<file path="src/hw/wbm_pkg.sv">
// shared definitions for the wishbone bus master
// bus widths, burst length, bus state encoding and the address word layout

package wbm_pkg;

    // bus geometry, fixed by the wishbone usage of the core
    localparam int WB_ADDR_W   = 32;
    localparam int WB_DATA_W   = 32;
    localparam int WB_SEL_W    = 4;
    localparam int BURST_BEATS = 4;

    // width of the beat index inside a cache line
    localparam int BEAT_W = $clog2(BURST_BEATS);

    // byte enable for reads, all four lanes
    localparam logic [WB_SEL_W-1:0] SEL_ALL = 4'b1111;

    // bus state machine, idle plus the three leading burst beats and a final ack wait
    typedef enum logic [2:0] {
        WB_IDLE     = 3'd0,
        WB_BURST1   = 3'd1,
        WB_BURST2   = 3'd2,
        WB_BURST3   = 3'd3,
        WB_WAIT_ACK = 3'd4
    } wb_state_e;

    // one address word, seen either raw or split into line, beat and byte offset
    typedef union packed {
        logic [WB_ADDR_W-1:0] word;
        struct packed {
            logic [WB_ADDR_W-BEAT_W-3:0] line;
            logic [BEAT_W-1:0]           beat;
            logic [1:0]                  byte_off;
        } f;
    } wb_addr_u;

endpackage
</file>
<file path="src/hw/bus_req_if.sv">
// selected request bundle between the request selector, the bus controller
// and the address path

`timescale 1ns/1ns

interface bus_req_if;

    // control view of the winning request
    logic                           req_valid;
    logic                           req_write;
    logic                           req_burst;
    logic                           req_from_dcache;

    // payload of the winning request
    wbm_pkg::wb_addr_u              req_addr;
    logic [wbm_pkg::WB_SEL_W-1:0]   req_sel;
    logic [wbm_pkg::WB_DATA_W-1:0]  req_wdata;

    // the selector produces everything
    modport source (
        output req_valid, req_write, req_burst, req_from_dcache,
        output req_addr, req_sel, req_wdata
    );

    // the controller only needs to know what kind of access to run and for whom
    modport ctrl (
        input req_valid, req_write, req_burst, req_from_dcache
    );

    // the address path only captures the payload
    modport dp (
        input req_addr, req_sel, req_wdata
    );

endinterface

</file>
<file path="src/hw/wb_master_top.sv">
// top level of the wishbone bus master
// request selection, bus cycle control and the registered address path

`timescale 1ns/1ns

module wb_master_top
(
    input  logic                           i_clk,
    input  logic                           quick_n_reset,

    // instruction fetch port
    input  logic                           i_icache_req,
    input  logic                           i_icache_qword,
    input  logic [wbm_pkg::WB_ADDR_W-1:0]  i_icache_address,
    output logic [wbm_pkg::WB_DATA_W-1:0]  o_icache_read_data,
    output logic                           o_icache_ready,

    // data port
    input  logic                           i_dcache_req,
    input  logic                           i_dcache_qword,
    input  logic                           i_dcache_write,
    input  logic [wbm_pkg::WB_DATA_W-1:0]  i_dcache_write_data,
    input  logic [wbm_pkg::WB_SEL_W-1:0]   i_dcache_byte_enable,
    input  logic [wbm_pkg::WB_ADDR_W-1:0]  i_dcache_address,
    output logic [wbm_pkg::WB_DATA_W-1:0]  o_dcache_read_data,
    output logic                           o_dcache_ready,

    // wishbone bus
    output logic [wbm_pkg::WB_ADDR_W-1:0]  o_wb_adr,
    output logic [wbm_pkg::WB_SEL_W-1:0]   o_wb_sel,
    output logic                           o_wb_we,
    output logic [wbm_pkg::WB_DATA_W-1:0]  o_wb_dat,
    output logic                           o_wb_cyc,
    output logic                           o_wb_stb,
    input  logic [wbm_pkg::WB_DATA_W-1:0]  i_wb_dat,
    input  logic                           i_wb_ack
);

    logic                load;
    wbm_pkg::wb_state_e  state;

    bus_req_if u_bus_req ();

    // read data is valid whenever the matching ready pulses
    assign o_icache_read_data = i_wb_dat;
    assign o_dcache_read_data = i_wb_dat;

    req_select u_req_select (
        .i_icache_req(i_icache_req), .i_icache_qword(i_icache_qword),
        .i_icache_address(i_icache_address), .i_dcache_req(i_dcache_req),
        .i_dcache_qword(i_dcache_qword), .i_dcache_write(i_dcache_write),
        .i_dcache_write_data(i_dcache_write_data), .i_dcache_byte_enable(i_dcache_byte_enable),
        .i_dcache_address(i_dcache_address), .o_req(u_bus_req.source)
    );

    bus_cycle_ctrl u_bus_cycle_ctrl (
        .i_clk(i_clk), .quick_n_reset(quick_n_reset), .i_wb_ack(i_wb_ack),
        .i_req(u_bus_req.ctrl), .o_wb_stb(o_wb_stb), .o_wb_cyc(o_wb_cyc), .o_wb_we(o_wb_we),
        .o_load(load), .o_state(state), .o_icache_ready(o_icache_ready),
        .o_dcache_ready(o_dcache_ready)
    );

    bus_addr_path u_bus_addr_path (
        .i_clk(i_clk), .quick_n_reset(quick_n_reset), .i_load(load), .i_state(state),
        .i_wb_ack(i_wb_ack), .i_req(u_bus_req.dp), .o_wb_adr(o_wb_adr), .o_wb_sel(o_wb_sel),
        .o_wb_dat(o_wb_dat)
    );

endmodule

</file>
<file path="src/hw/bus_addr_path.sv">
// wishbone address path
// captures address, byte lanes and write data at the start of an access and
// steps the beat index through a wrapping line fill

`timescale 1ns/1ns

module bus_addr_path
(
    input  logic                           i_clk,
    input  logic                           quick_n_reset,
    input  logic                           i_load,
    input  wbm_pkg::wb_state_e             i_state,
    input  logic                           i_wb_ack,
    bus_req_if.dp                          i_req,

    output logic [wbm_pkg::WB_ADDR_W-1:0]  o_wb_adr,
    output logic [wbm_pkg::WB_SEL_W-1:0]   o_wb_sel,
    output logic [wbm_pkg::WB_DATA_W-1:0]  o_wb_dat
);

    wbm_pkg::wb_addr_u              adr_r;
    logic [wbm_pkg::WB_SEL_W-1:0]   sel_r;
    logic [wbm_pkg::WB_DATA_W-1:0]  dat_r;
    logic                           in_burst;
    logic                           burst_step;

    // the three leading burst states are the ones whose ack moves to another word
    assign in_burst   = i_state inside {wbm_pkg::WB_BURST1, wbm_pkg::WB_BURST2,
                                        wbm_pkg::WB_BURST3};
    assign burst_step = in_burst && i_wb_ack;

    // ==================================================
    // address register
    // ==================================================

    always_ff @(posedge i_clk)
    begin
        if (!quick_n_reset)
            adr_r <= '0;
        else if (i_load)
            adr_r <= i_req.req_addr;
        else if (burst_step)
            // only the beat index moves, so the burst wraps inside the line
            adr_r.f.beat <= adr_r.f.beat + wbm_pkg::BEAT_W'(1);
    end

    // lanes and write data only change when a new access is captured
    always_ff @(posedge i_clk)
    begin
        if (i_load)
        begin
            sel_r <= i_req.req_sel;
            dat_r <= i_req.req_wdata;
        end
    end

    assign o_wb_adr = adr_r.word;
    assign o_wb_sel = sel_r;
    assign o_wb_dat = dat_r;

    // a line fill never leaves the line it started in
    a_line_fixed: assert property (@(posedge i_clk) disable iff (!quick_n_reset)
        in_burst |=> $stable(adr_r.f.line));

endmodule

</file>
<file path="src/hw/bus_cycle_ctrl.sv">
// wishbone bus cycle controller
// runs the idle, burst and ack wait state machine, owns strobe, cycle and
// write enable, records the access owner and produces the ready pulses

`timescale 1ns/1ns

module bus_cycle_ctrl
(
    input  logic                 i_clk,
    input  logic                 quick_n_reset,
    input  logic                 i_wb_ack,
    bus_req_if.ctrl              i_req,

    output logic                 o_wb_stb,
    output logic                 o_wb_cyc,
    output logic                 o_wb_we,
    output logic                 o_load,
    output wbm_pkg::wb_state_e   o_state,
    output logic                 o_icache_ready,
    output logic                 o_dcache_ready
);

    wbm_pkg::wb_state_e  state_r;

    // high when the data port owns the running access
    logic                owner_dcache_r;

    // a posted write is on the bus and has not been acknowledged yet
    logic                wr_outstanding_r;

    // set for one cycle after the last instruction beat so that a fetch
    // request still held in that cycle is not served twice
    logic                icache_hold_r;

    logic                icache_blocked;
    logic                rd_ack;
    logic                last_ack;

    // ==================================================
    // start and ready decode
    // ==================================================

    assign icache_blocked = icache_hold_r && !i_req.req_from_dcache;

    // a new access only starts from idle
    assign o_load = (state_r == wbm_pkg::WB_IDLE) && i_req.req_valid && !icache_blocked;

    // read beats end on ack, a write ack is not a read beat
    assign rd_ack   = i_wb_ack && !wr_outstanding_r && (state_r != wbm_pkg::WB_IDLE);
    assign last_ack = rd_ack && (state_r == wbm_pkg::WB_WAIT_ACK);

    assign o_icache_ready = rd_ack && !owner_dcache_r;

    // writes are posted so the data port is released as soon as the write launches
    assign o_dcache_ready = (rd_ack && owner_dcache_r) || (o_load && i_req.req_write);

    assign o_state = state_r;

    // ==================================================
    // bus state machine
    // ==================================================

    always_ff @(posedge i_clk)
    begin
        if (!quick_n_reset)
        begin
            state_r          <= wbm_pkg::WB_IDLE;
            o_wb_stb         <= 1'b0;
            o_wb_cyc         <= 1'b0;
            o_wb_we          <= 1'b0;
            owner_dcache_r   <= 1'b0;
            wr_outstanding_r <= 1'b0;
            icache_hold_r    <= 1'b0;
        end
        else
        begin
            icache_hold_r <= last_ack && !owner_dcache_r;

            case (state_r)
                wbm_pkg::WB_IDLE:
                begin
                    if (o_load)
                    begin
                        // strobe and cycle rise together with the new address
                        o_wb_stb         <= 1'b1;
                        o_wb_cyc         <= 1'b1;
                        o_wb_we          <= i_req.req_write;
                        owner_dcache_r   <= i_req.req_from_dcache;
                        wr_outstanding_r <= i_req.req_write;
                        state_r          <= i_req.req_burst ? wbm_pkg::WB_BURST1
                                                            : wbm_pkg::WB_WAIT_ACK;
                    end
                end

                // first three beats of a line fill, strobe stays up throughout
                wbm_pkg::WB_BURST1:
                    if (i_wb_ack)
                        state_r <= wbm_pkg::WB_BURST2;

                wbm_pkg::WB_BURST2:
                    if (i_wb_ack)
                        state_r <= wbm_pkg::WB_BURST3;

                wbm_pkg::WB_BURST3:
                    if (i_wb_ack)
                        state_r <= wbm_pkg::WB_WAIT_ACK;

                // last or only beat, the bus is released on its ack
                wbm_pkg::WB_WAIT_ACK:
                begin
                    if (i_wb_ack)
                    begin
                        o_wb_stb         <= 1'b0;
                        o_wb_cyc         <= 1'b0;
                        o_wb_we          <= 1'b0;
                        wr_outstanding_r <= 1'b0;
                        state_r          <= wbm_pkg::WB_IDLE;
                    end
                end

                default:
                    state_r <= wbm_pkg::WB_IDLE;
            endcase
        end
    end

    // ==================================================
    // assertions
    // ==================================================

    // idle only moves to a burst or to a single beat
    a_idle_next: assert property (@(posedge i_clk) disable iff (!quick_n_reset)
        (state_r == wbm_pkg::WB_IDLE) |=>
        (state_r inside {wbm_pkg::WB_IDLE, wbm_pkg::WB_BURST1, wbm_pkg::WB_WAIT_ACK}));

    // each acked burst beat steps to the next state, the third lands on ack wait
    a_burst_step: assert property (@(posedge i_clk) disable iff (!quick_n_reset)
        (state_r inside {wbm_pkg::WB_BURST1, wbm_pkg::WB_BURST2, wbm_pkg::WB_BURST3})
        && i_wb_ack |=> (state_r == wbm_pkg::wb_state_e'($past(state_r) + 3'd1)));

    a_wait_done: assert property (@(posedge i_clk) disable iff (!quick_n_reset)
        (state_r == wbm_pkg::WB_WAIT_ACK) && i_wb_ack |=> (state_r == wbm_pkg::WB_IDLE));

    // a strobe without ack must not be withdrawn
    a_stb_hold: assert property (@(posedge i_clk) disable iff (!quick_n_reset)
        o_wb_stb && !i_wb_ack |=> o_wb_stb);

    a_ready_excl: assert property (@(posedge i_clk) disable iff (!quick_n_reset)
        !(o_icache_ready && o_dcache_ready));

endmodule

</file>
<file path="src/hw/req_select.sv">
// request selector for the wishbone master
// picks the data port over the instruction port and forms the bus address,
// byte lanes and write data of the winning request

`timescale 1ns/1ns

module req_select
(
    // instruction fetch port
    input  logic                           i_icache_req,
    input  logic                           i_icache_qword,
    input  logic [wbm_pkg::WB_ADDR_W-1:0]  i_icache_address,

    // data port
    input  logic                           i_dcache_req,
    input  logic                           i_dcache_qword,
    input  logic                           i_dcache_write,
    input  logic [wbm_pkg::WB_DATA_W-1:0]  i_dcache_write_data,
    input  logic [wbm_pkg::WB_SEL_W-1:0]   i_dcache_byte_enable,
    input  logic [wbm_pkg::WB_ADDR_W-1:0]  i_dcache_address,

    // winning request
    bus_req_if.source                      o_req
);

    logic [wbm_pkg::WB_SEL_W-1:0]  sel_c;
    logic [1:0]                    byte_off_c;
    wbm_pkg::wb_addr_u             addr_c;

    // ==================================================
    // priority and access kind
    // ==================================================

    // any pending request from either side starts an access
    assign o_req.req_valid       = i_dcache_req || i_icache_req;

    // the data port wins whenever it asks
    assign o_req.req_from_dcache = i_dcache_req;

    // only the data port writes
    assign o_req.req_write       = i_dcache_req && i_dcache_write;

    // a line fill is a read burst, writes are always single words
    assign o_req.req_burst       = i_dcache_req ? (i_dcache_qword && !i_dcache_write)
                                                : i_icache_qword;

    // ==================================================
    // byte lanes and address
    // ==================================================

    // writes carry their own byte enables, reads take the full word
    assign sel_c = o_req.req_write ? i_dcache_byte_enable : wbm_pkg::SEL_ALL;

    // low address bits follow the lowest byte covered by the lanes
    // a full word and any odd pattern fall back to offset zero
    always_comb
    begin
        case (sel_c)
            4'b0001: byte_off_c = 2'd0;
            4'b0010: byte_off_c = 2'd1;
            4'b0100: byte_off_c = 2'd2;
            4'b1000: byte_off_c = 2'd3;
            4'b0011: byte_off_c = 2'd0;
            4'b1100: byte_off_c = 2'd2;
            default: byte_off_c = 2'd0;
        endcase
    end

    always_comb
    begin
        if (i_dcache_req)
        begin
            // data access keeps line and beat and takes the lane based offset
            addr_c.word       = i_dcache_address;
            addr_c.f.byte_off = byte_off_c;
        end
        else
        begin
            // instruction fetches are always word aligned
            addr_c.word       = i_icache_address;
            addr_c.f.byte_off = 2'd0;
        end
    end

    assign o_req.req_addr  = addr_c;
    assign o_req.req_sel   = sel_c;

    // write data only matters for data writes, passed through unchanged
    assign o_req.req_wdata = i_dcache_write_data;

endmodule

</file>
<file path="config.mk">
export PLATFORM = sky130hd
export DESIGN_NAME = wb_master_top
export DESIGN_NICKNAME = d
export VERILOG_FILES = /design/src/hw/wbm_pkg.sv /design/src/hw/bus_req_if.sv /design/src/hw/wb_master_top.sv /design/src/hw/bus_addr_path.sv /design/src/hw/bus_cycle_ctrl.sv /design/src/hw/req_select.sv
export SDC_FILE = /design/constraint.sdc
export NUM_CORES = 1
export LEC_CHECK = 0
export ABC_AREA = 1
export ABC_CLOCK_PERIOD_IN_PS = 1750
export BUFFER_PORTS_ARGS = -buffer_cell sky130_fd_sc_hd__buf_2
export CORE_MARGIN = 2
export CORE_UTILIZATION = 25
export DETAILED_ROUTE_END_ITERATION = 8
export MAX_ROUTING_LAYER = met4
export PLACE_DENSITY = 0.57
export SLEW_MARGIN = 20
export SYNTH_ARGS = -nofsm -noshare
export SYNTH_HDL_FRONTEND = slang
export SYNTH_SLANG_ARGS = --single-unit
</file>
<file path="constraint.sdc">
create_clock -name i_clk -period 1.75 [get_ports i_clk]
set_clock_uncertainty 0.1 [all_clocks]
set_input_delay 0.175 -clock i_clk [delete_from_list [all_inputs] [get_ports i_clk]]
set_output_delay 0.175 -clock i_clk [all_outputs]
set_load 0.01 [all_outputs]
</file>
# Word-level counts from Yosys, hierarchy flattened
# Index checks and enable logic that the tools add are counted.
# word_totals
register_bits,75
input_bits,140
# classes
n_addsub,1
eq_ne,13
n_mux,18
n_reduce_logical,29
# ops
operator,count
32-bit 2-to-1 mux,1
3-bit 2-to-1 mux,6
3-bit one-hot mux with 5 select lines,1
1-bit logical AND,13
4-bit equality test (second input constant),2
2-bit != test (second input constant),4
3-bit by 2-bit equality test with 1-bit output (second input constant),2
2-bit one-hot mux with 3 select lines,1
3-bit nonzero test,2
1-bit zero test,5
5-bit AND reduction,1
4-bit by 2-bit equality test with 1-bit output (second input constant),1
4-bit by 3-bit equality test with 1-bit output (second input constant),1
1-bit 2-to-1 mux,4
2-bit 2-to-1 mux,2
4-bit 2-to-1 mux,1
1-bit one-hot mux with 2 select lines,2
2-bit nonzero test,2
3-bit by 1-bit equality test with 1-bit output (second input constant),1
3-bit equality test (second input constant),1
3-bit zero test,1
3-bit AND reduction,1
2-bit by 1-bit adder with 2-bit output (second input constant),1
1-bit logical OR,2
other kinds (3),3

# Depth between registers and ports, before layout
# Gate-level depths: netlist of run 1.
# depth
word_depth,7
ltp_mapped,9
ltp_nobuf,9

# By module
# A second synthesis of run 1 with hierarchy kept.
# hier_totals
hier_cells,466
hier_area_um2,3898.7
# by_module_without_submodules
mod,instances,cells_per_inst,area_each_um2
bus_addr_path,1,187,2244.7
req_select,1,154,749.5
wb_master_top,1,64,480.5
bus_cycle_ctrl,1,61,424.2

# Least setup slack after synthesis of run 1
# Ideal clock, no wire load.
# synth_path
path_kind,register to register
startpoint,register u_bus_cycle_ctrl.state_r[0] (netlist: u_bus_cycle_ctrl.o_state[0])
endpoint,"register u_bus_addr_path.dat_r, in the netlist u_bus_addr_path.o_wb_dat[0], enable pin"
setup_ps,335
arrival_time_ps,1046
slack_ps,270
stages_incl_launch_ff,5
path_buffers,1
period_less_slack_ps,1480
path_cell_list,dfxtp_1 -> nor2_2 -> nand2_2 -> nor2_4 -> buf_6
# synth_between
elab_chain_cells,3
# synth_lines
item,line,text
start: declaration,bus_cycle_ctrl.sv:23,wbm_pkg::wb_state_e state_r;
start signal: assignment,bus_cycle_ctrl.sv:67,state_r <= wbm_pkg::WB_IDLE;
start signal: assignment,bus_cycle_ctrl.sv:90,state_r <= i_req.req_burst ? wbm_pkg::WB_BURST1
start signal: assignment,bus_cycle_ctrl.sv:98,state_r <= wbm_pkg::WB_BURST2;
3-bit zero test,bus_cycle_ctrl.sv:46,assign o_load = (state_r == wbm_pkg::WB_IDLE) && i_req.req_valid && !icache_blocked;
1-bit logical AND (2 in a row),bus_cycle_ctrl.sv:46,
end signal: assignment,bus_addr_path.sv:53,dat_r <= i_req.req_wdata;
end: declaration,bus_addr_path.sv:23,logic [wbm_pkg::WB_DATA_W-1:0] dat_r;
# No other way between the ends.
# A chain may end at the register's enable or synchronous reset.

# Worst setup path after layout of run 1
# layout_path
startpoint,register u_bus_cycle_ctrl.state_r[1] (netlist: u_bus_cycle_ctrl.o_state[1])
endpoint,output port o_dcache_ready
# layout_between
elab_chain_cells,5
word_cells_on_any_way,8
classes_between,8 x reduce/logical
# layout_lines
item,line,text
3-bit zero test,bus_cycle_ctrl.sv:46,
1-bit logical AND (2 in a row),bus_cycle_ctrl.sv:46,
1-bit logical AND,bus_cycle_ctrl.sv:55,assign o_dcache_ready = (rd_ack && owner_dcache_r) || (o_load && i_req.req_write);
1-bit logical OR (*),bus_cycle_ctrl.sv:55,
end: declaration,wb_master_top.sv:26,"output logic o_dcache_ready,"
# Mark *: on every way between the ends. The rest lies on a longest branch, timed or not.

==> run_results.csv, run 1 <==
group,metric,value,unit
sta,post-route-min-period,1.676,ns
synth,syn_inst,424,
layout,final_layout_size_suffix_gt1_share,36.82,%
placement,placedInstanceArea,4161,um2
clock_network,tritoncts,"yes",
layout,syn2layout_area_growth,34.61,%
layout,layout.cell_area.non_filler,4832,um2
detailed_routing,detail_route.wl_per_cell,15.05,um
synth,postSynthRegisterBits,75,
floorplan,top_level_port_count,277,
synth,cells_taking_the_most_area_after_synthesis,"sky130_fd_sc_hd__edfxtp_1 30%, sky130_fd_sc_hd__dfxtp_1 22%, sky130_fd_sc_hd__buf_4 14%, sky130_fd_sc_hd__nand2_1 13%, sky130_fd_sc_hd__nor2_1 7.0%",
power,power.density_cell_area,1689,nW/um2
global_routing,globalRouteTotalUtil,14.12,%
synth,synth-simple-area-share,23.39,%
critical_path,endpoint_kind,"output port",
synth,synth_xor_xnor_area_share,0,%
power,share_comb_of_total_power,37.3,%
detailed_routing,vias_after_detailed_routing,3134,
layout,post-route-util,34.68,%
layout,layout_commonest_cell,"sky130_fd_sc_hd__buf_2",
floorplan,initial_core_utilization,25.76,%
critical_path,setup.worst_path.start_class,"register",
critical_path,crit_arrival,1.40,ns
layout,n_antenna_cell,0,
detailed_routing,drt_pre_antenna_iters,4,
global_routing,grt_pass1_vias,2875,
floorplan,die_w,123.8,um
power,power_switching,2.943,mW
clock_network,clock_insertion_delay_worst_skew,0.33,ns
synth,adder_cell_fraction_of_synth_area,0,%
clock_network,htreeDepth,3,
floorplan,core.rowCount,43,
synth,yosys.area.top_type,"sky130_fd_sc_hd__edfxtp_1",
sta,timing.max_slew.rel_slack,77.94,%
synth,netlist_area,3590,um2
clock_network,clk_sink_count,75,
power,pwr-share-seq,36.8,%
detailed_routing,number_of_design_rule_violations_left_after_detail_routing,0,
synth,syn-mean-instance-area,8.466,um2
hold_path,timing.hold.worst.class,"input pin to register",
power,vdd_drop_max,0.5895,mV
global_routing,initial_antenna_violation_count,0,
global_routing,grt_overflow,0,
synth,synth_compound_gate_area_share,6.065,%
clock_network,cts.root.buffer_cell,"sky130_fd_sc_hd__clkbuf_16",
sta,post-route-period-util,95.78,%
sta,final_count_of_hold_timing_violations,0,
floorplan,design.core.area,13930,um2
synth,yosysUniqueCellTypes,23,
critical_path,critical_path_required,1.47,ns
detailed_routing,antenna_violating_nets_left,0,
power,cell_internal_pwr,5.221,mW
placement,place_hpwl,8662,um
clock_network,cts.clk_slew.worst_paths,0.06,ns
floorplan,dieArea,15330,um2
detailed_routing,drt_wl_total,11330,um
synth,synth_top_area_share,30.12,%
status,status,"finished, final reports clean",
synth,synthesis.nets,564,
global_routing,maximum_number_of_pins_on_one_net_before_global_route_repair,40,
floorplan,chipHeight,123.8,um
global_routing,global_route_wire_length_before_repair,15460,um
clock_network,cts_max_path_bufs,2,
critical_path,critPathKind,"register to output port",
sta,report.final.setup_viol,0,
critical_path,timing.critical_path.fanout_max,4,
power,swShare,36.05,%
placement,gpl.final_weighted_congestion,0.8346,
sta,drv_slew,0,
detailed_routing,vias_per_cell,4.162,
placement,place.port_buffers,176,
power,total_leakage_power,2.380,nW
power,power_frac_clock,25.9,%
synth,synth.yosys.seq_area_share,51.86,%
sta,tightest_slew,0.3309,ns
clock_network,tritoncts.num_buffers,9,
sta,rsz0062_at_grt,"false",
layout,final_nets,708,
synth,mux_share_of_post_synthesis_cell_area,0,%
sta,total_negative_setup_slack,0,ns
synth,yosysWarningCount,0,
sta,fmaxAchievable,0.5966,GHz
flow_run,timing.max_cap.violations,0,
synth,synth_top_family_by_area,"simple AND/OR/NAND/NOR gates",
detailed_routing,drtIter0Drc,136,
layout,mostFrequentLayoutCells,"176 x sky130_fd_sc_hd__buf_2, 123 x sky130_fd_sc_hd__nand2_1, 67 x sky130_fd_sc_hd__nor2_1",
-- cells by family after synthesis --
logic type,Yosys count
AND/OR/NAND/NOR,208
buffers and inverters,98
flip-flops,75
AO/OA/AOI/OAI,43
-- final cells by class --
class	count	area (um2)
clock inverter	6	112.6
multi-input combinational	251	1066
sequential	75	1862
inverter	17	66.31
timing repair buffer	214	1271
fill	1416	9102
clock buffer	10	229.0
tap	180	225.2
-- worst max-delay path, cell delays in order, from the launching register on --
cell	delay [ns]
sky130_fd_sc_hd__dfxtp_1	0.36
sky130_fd_sc_hd__inv_2	0.10
sky130_fd_sc_hd__nand2_2	0.09
sky130_fd_sc_hd__nor2_4	0.19
sky130_fd_sc_hd__nand2_1	0.09
sky130_fd_sc_hd__nand2_1	0.09
sky130_fd_sc_hd__buf_2	0.14
-- sequential cells by signal (all words and copies together), names as in the netlist --
signal / count
u_bus_cycle_ctrl.o_wb_cyc: 1
u_bus_addr_path.o_wb_dat: 32
u_bus_addr_path.o_wb_sel: 4
u_bus_cycle_ctrl.owner_dcache_r: 1
u_bus_cycle_ctrl.o_wb_we: 1
u_bus_cycle_ctrl.o_state: 3
u_bus_cycle_ctrl.icache_hold_r: 1
u_bus_addr_path.o_wb_adr: 32
-- metrics by stage --
| step | hold slack, ns | cells | power [mW] | setup WS [ns] |
|---|---|---|---|---|
| after floorplan | 0.1739 | 424 | 5.050 | 0.2698 |
| after global placement | 0.2502 | 705 | 6.019 | 0.1737 |
| after detailed placement | 0.2502 | 705 | 6.064 | 0.1291 |
| after CTS | 0.02996 | 753 | 8.269 | 0.1110 |
| after global routing | 0.05871 | 753 | 8.749 | 0.006224 |
| final | 0.04142 | 753 | 8.163 | 0.07381 |
-- power by group through the flow --
| stage | Clock [mW] | Sequential [mW] | Combinational [mW] |
|---|---|---|---|
| floorplan | 0 | 3.37 | 1.68 |
| global placement | 0 | 3.02 | 2.99 |
| detailed placement | 0 | 3.05 | 3.01 |
| CTS | 2.18 | 3.02 | 3.08 |
| global route | 2.24 | 3.07 | 3.43 |
| finish | 2.12 | 3.00 | 3.04 |
-- path summary, 6_finish.rpt --
| path | start | slack (ns) | end | cells after the start |
|---|---|---|---|---|
| setup / recovery | u_bus_cycle_ctrl.o_state[1]$_SDFFE_PN0P_ | 0.07 | o_dcache_ready | 6 |
| hold / removal | i_dcache_byte_enable[2] | 0.04 | u_bus_addr_path.o_wb_sel[2]$_DFFE_PN_ | 3 |
| setup reg to reg | u_bus_cycle_ctrl.o_state[0]$_SDFFE_PN0P_ | 0.16 | u_bus_addr_path.o_wb_dat[26]$_DFFE_PN_ | 4 |
| hold reg to reg | u_bus_addr_path.o_wb_adr[1]$_SDFFE_PN0N_ | 0.37 | u_bus_addr_path.o_wb_adr[1]$_SDFFE_PN0N_ | 2 |
-- what timing repair did --
item,4_1_cts,5_1_grt
endpoints found under the setup margin,0,2
resized for setup,0,1
buffers inserted,0,0
hold endpoints to repair,32,0
hold buffers,32,0
-- per-layer routing --
metal / vias up / global-route usage [%] / share of wire [%]
met5: - / - / 0
met4: 0 / 4.830 / 1.3
met3: 12 / 4.899 / 11
met2: 204 / 25.24 / 49
met1: 1352 / 14.36 / 39
li1: 1566 / - / -
-- cells in the mapped netlist, drive strengths merged --
master and instances:
o21ai 33, nor4 1, a21oi 9, o211ai 1, nand4 2, or2 1
nand2 128, dfxtp 39, edfxtp 36, buf 78, clkbuf 3, inv 17
nand3 5, nor2 71
Power figures use the tool's default switching activity.
==> inputs of run 2 (changes only) <==
CAP_MARGIN = 15   (was not set)
HOLD_SLACK_MARGIN = 0.12   (was not set)
==> run 2 against run 1 <==
Net effect: sequential share of layout area decreased by 3.7 points; die area unchanged; via count increased by 7.0%; largest cell class unchanged; critical path type unchanged; clock-buffer cell count unchanged; combinational power increased by 4%; global-route usage increased by 0.52 points; routed wire length increased by 3.9%; total power increased by 1.4%; highest routed layer unchanged; core utilization increased by 3.7 points; cell area increased by 11%.
==> run_results.csv, run 2 (synthesized netlist as in run 1, its figures left out) <==
group,metric,value,unit
status,status,"finished, final reports clean",
critical_path,critical_path_required,1.47,ns
layout,layout.cell_area.non_filler,5343,um2
sta,drv_slew,0,
floorplan,die_w,123.8,um
sta,rsz0062_at_grt,"false",
layout,final_layout_size_suffix_gt1_share,33.81,%
global_routing,global_route_wire_length_before_repair,16130,um
detailed_routing,vias_after_detailed_routing,3352,
critical_path,setup.worst_path.start_class,"register",
floorplan,chipHeight,123.8,um
clock_network,cts_max_path_bufs,2,
power,swShare,35.84,%
detailed_routing,drt_wl_total,11780,um
critical_path,endpoint_kind,"output port",
critical_path,cpLargestDelayFamily,"simple AND/OR/NAND/NOR gates",
layout,multi_input_comb_area,1066,um2
critical_path,worst_r2r_endpoint,"u_bus_addr_path.o_wb_dat[26]$_DFFE_PN_",
layout,post-route-util,38.34,%
hold_path,worst_hold_path.endpoint,"u_bus_addr_path.o_wb_adr[4]$_SDFFE_PN0N_",
global_routing,initial_antenna_violation_count,0,
global_routing,grt_overflow,0,
power,cell_internal_pwr,5.311,mW
critical_path,critPathKind,"register to output port",
sta,post-route-min-period,1.674,ns
critical_path,timing.critical_path.mode_cell,"sky130_fd_sc_hd__nand2_1",
power,share_comb_of_total_power,38.1,%
sta,total_negative_setup_slack,0,ns
power,power.density_cell_area,1549,nW/um2
sta,final_count_of_hold_timing_violations,0,
layout,fillCellCount,1378,
detailed_routing,drtIter0Drc,135,
floorplan,top_level_port_count,277,
detailed_routing,antenna_violating_nets_left,0,
floorplan,dieArea,15330,um2
global_routing,grt_pass1_vias,3124,
detailed_routing,number_of_design_rule_violations_left_after_detail_routing,0,
critical_path,r2r_slack,0.17,ns
clock_network,cts.repair_timing.setup_buffer_count,0,
sta,timing.max_slew.rel_slack,77.17,%
sta,fmaxAchievable,0.5973,GHz
sta,tightest_slew,0.3425,ns
layout,mostFrequentLayoutCells,"176 x sky130_fd_sc_hd__buf_2, 123 x sky130_fd_sc_hd__nand2_1, 83 x sky130_fd_sc_hd__dlygate4sd3_1",
sta,report.final.setup_viol,0,
layout,regArea,1862,um2
layout,layout_commonest_cell,"sky130_fd_sc_hd__buf_2",
placement,place.port_buffers,176,
clock_network,htreeDepth,3,
critical_path,critical_path.n_buffers_inverters,2,
critical_path,timing.rr.start,"u_bus_cycle_ctrl.o_state[0]$_SDFFE_PN0P_",
critical_path,crit_arrival,1.40,ns
clock_network,tritoncts.num_buffers,9,
floorplan,core.rowCount,43,
power,vdd_drop_max,0.5871,mV
floorplan,design.core.area,13930,um2
critical_path,maximum_cell_stage_delay_along_the_critical_path,0.36,ns
floorplan,initial_core_utilization,25.76,%
clock_network,clk_sink_count,75,
detailed_routing,vias_per_cell,4.169,
clock_network,clock_insertion_delay_worst_skew,0.33,ns
hold_path,timing.hold.worst.class,"input pin to register",
placement,place_hpwl,8662,um
critical_path,timing.critical_path.fanout_max,4,
placement,placedInstanceArea,4161,um2
detailed_routing,drt_pre_antenna_iters,4,
power,power_switching,2.967,mW
detailed_routing,detail_route.wl_per_cell,14.65,um
clock_network,tritoncts,"yes",
power,power_frac_clock,25.6,%
power,power,8.278,mW
hold_path,hold_path_depth,5,
flow_run,timing.max_cap.violations,0,
clock_network,cts.root.buffer_cell,"sky130_fd_sc_hd__clkbuf_16",
clock_network,cts.clk_slew.worst_paths,0.06,ns
placement,gpl.final_weighted_congestion,0.8346,
critical_path,cp_cell_sequence,"inv_2, nand2_2, nor2_4, nand2_1, nand2_1, buf_2",
power,total_leakage_power,2.600,nW
layout,n_antenna_cell,0,
critical_path,worst_r2r_path_depth,4,
layout,syn2layout_area_growth,48.83,%
sta,fin_worst_hold_slack,0.1220,ns
power,pwr-share-seq,36.3,%
critical_path,crit_slowest_cell,"sky130_fd_sc_hd__dfxtp_1",
global_routing,globalRouteTotalUtil,14.64,%
layout,final_nets,759,
sta,post-route-period-util,95.67,%
global_routing,maximum_number_of_pins_on_one_net_before_global_route_repair,40,
hold_path,holdCritStartpoint,"i_dcache_address[4]",
[run 2: cell types whose count changed in the layout (fill, tap and decap cells not counted), sizes merged]
cell	before	now
dlygate4sd3	32	83
[run 2: per-layer routing]
| layer | share of wire [%] | global-route usage [%] |
|---|---|---|
| met1 | 38 | 14.35 |
| met2 | 50 | 26.75 |
| met3 | 11 | 4.991 |
| met4 | 1.5 | 5.256 |
| met5 | 0 | - |
[run 2: per-stage QoR]
step,setup WS [ns],cells
6_report,0.07572,804
5_1_grt,0.006224,804
4_1_cts,0.1110,804
3_5_place_dp,0.1291,705
3_3_place_gp,0.1737,705
2_1_floorplan,0.2698,424
[run 2: worst reg2reg max path, delay by kind of cell, from the launching register on]
kind | cells | cell delay (ns)
buffers and inverters | 1 | 0.29
DFF | 1 | 0.35
and+or+nand+nor | 3 | 0.52
[run 2: area by class of cell]
cell class	count	area share, %
Clock inverter	6	2.108
Multi-Input combinational cell	251	19.95
Timing Repair Buffer	265	33.35
Clock buffer	10	4.286
Inverter	17	1.241
Tap cell	180	4.215
Sequential cell	75	34.85
[run 2: what timing repair did]
item | CTS | global route
endpoints found under the setup margin | 0 | 2
resized for setup | 0 | 1
hold endpoints to repair | 64 | 0
hold buffers | 83 | 0
[run 2: worst max path at each step]
stage                                               end  cells past startpoint  slack, ns                                     start
2_1_floorplan     u_bus_addr_path.o_wb_dat[0]$_DFFE_PN_                      4       0.27  u_bus_cycle_ctrl.o_state[0]$_SDFFE_PN0P_
3_3_place_gp   u_bus_addr_path.o_wb_adr[3]$_SDFFE_PN0P_                      9       0.17                              i_dcache_req
3_5_place_dp   u_bus_addr_path.o_wb_adr[2]$_SDFFE_PN0P_                      7       0.13  u_bus_cycle_ctrl.o_state[1]$_SDFFE_PN0P_
4_1_cts                                  o_icache_ready                      5       0.11  u_bus_cycle_ctrl.o_state[2]$_SDFFE_PN0P_
5_1_grt                                  o_dcache_ready                      6      0.006  u_bus_cycle_ctrl.o_state[1]$_SDFFE_PN0P_
6_report                                 o_dcache_ready                      6       0.08  u_bus_cycle_ctrl.o_state[1]$_SDFFE_PN0P_
[run 2: power groups by stage]
| stage | logic, mW | registers [mW] | clock network (mW) |
|---|---|---|---|
| after floorplan | 1.68 | 3.37 | 0 |
| after global placement | 2.99 | 3.02 | 0 |
| after detailed placement | 3.01 | 3.05 | 0 |
| after CTS | 3.18 | 3.02 | 2.18 |
| after global routing | 3.54 | 3.07 | 2.24 |
| final | 3.15 | 3.01 | 2.12 |
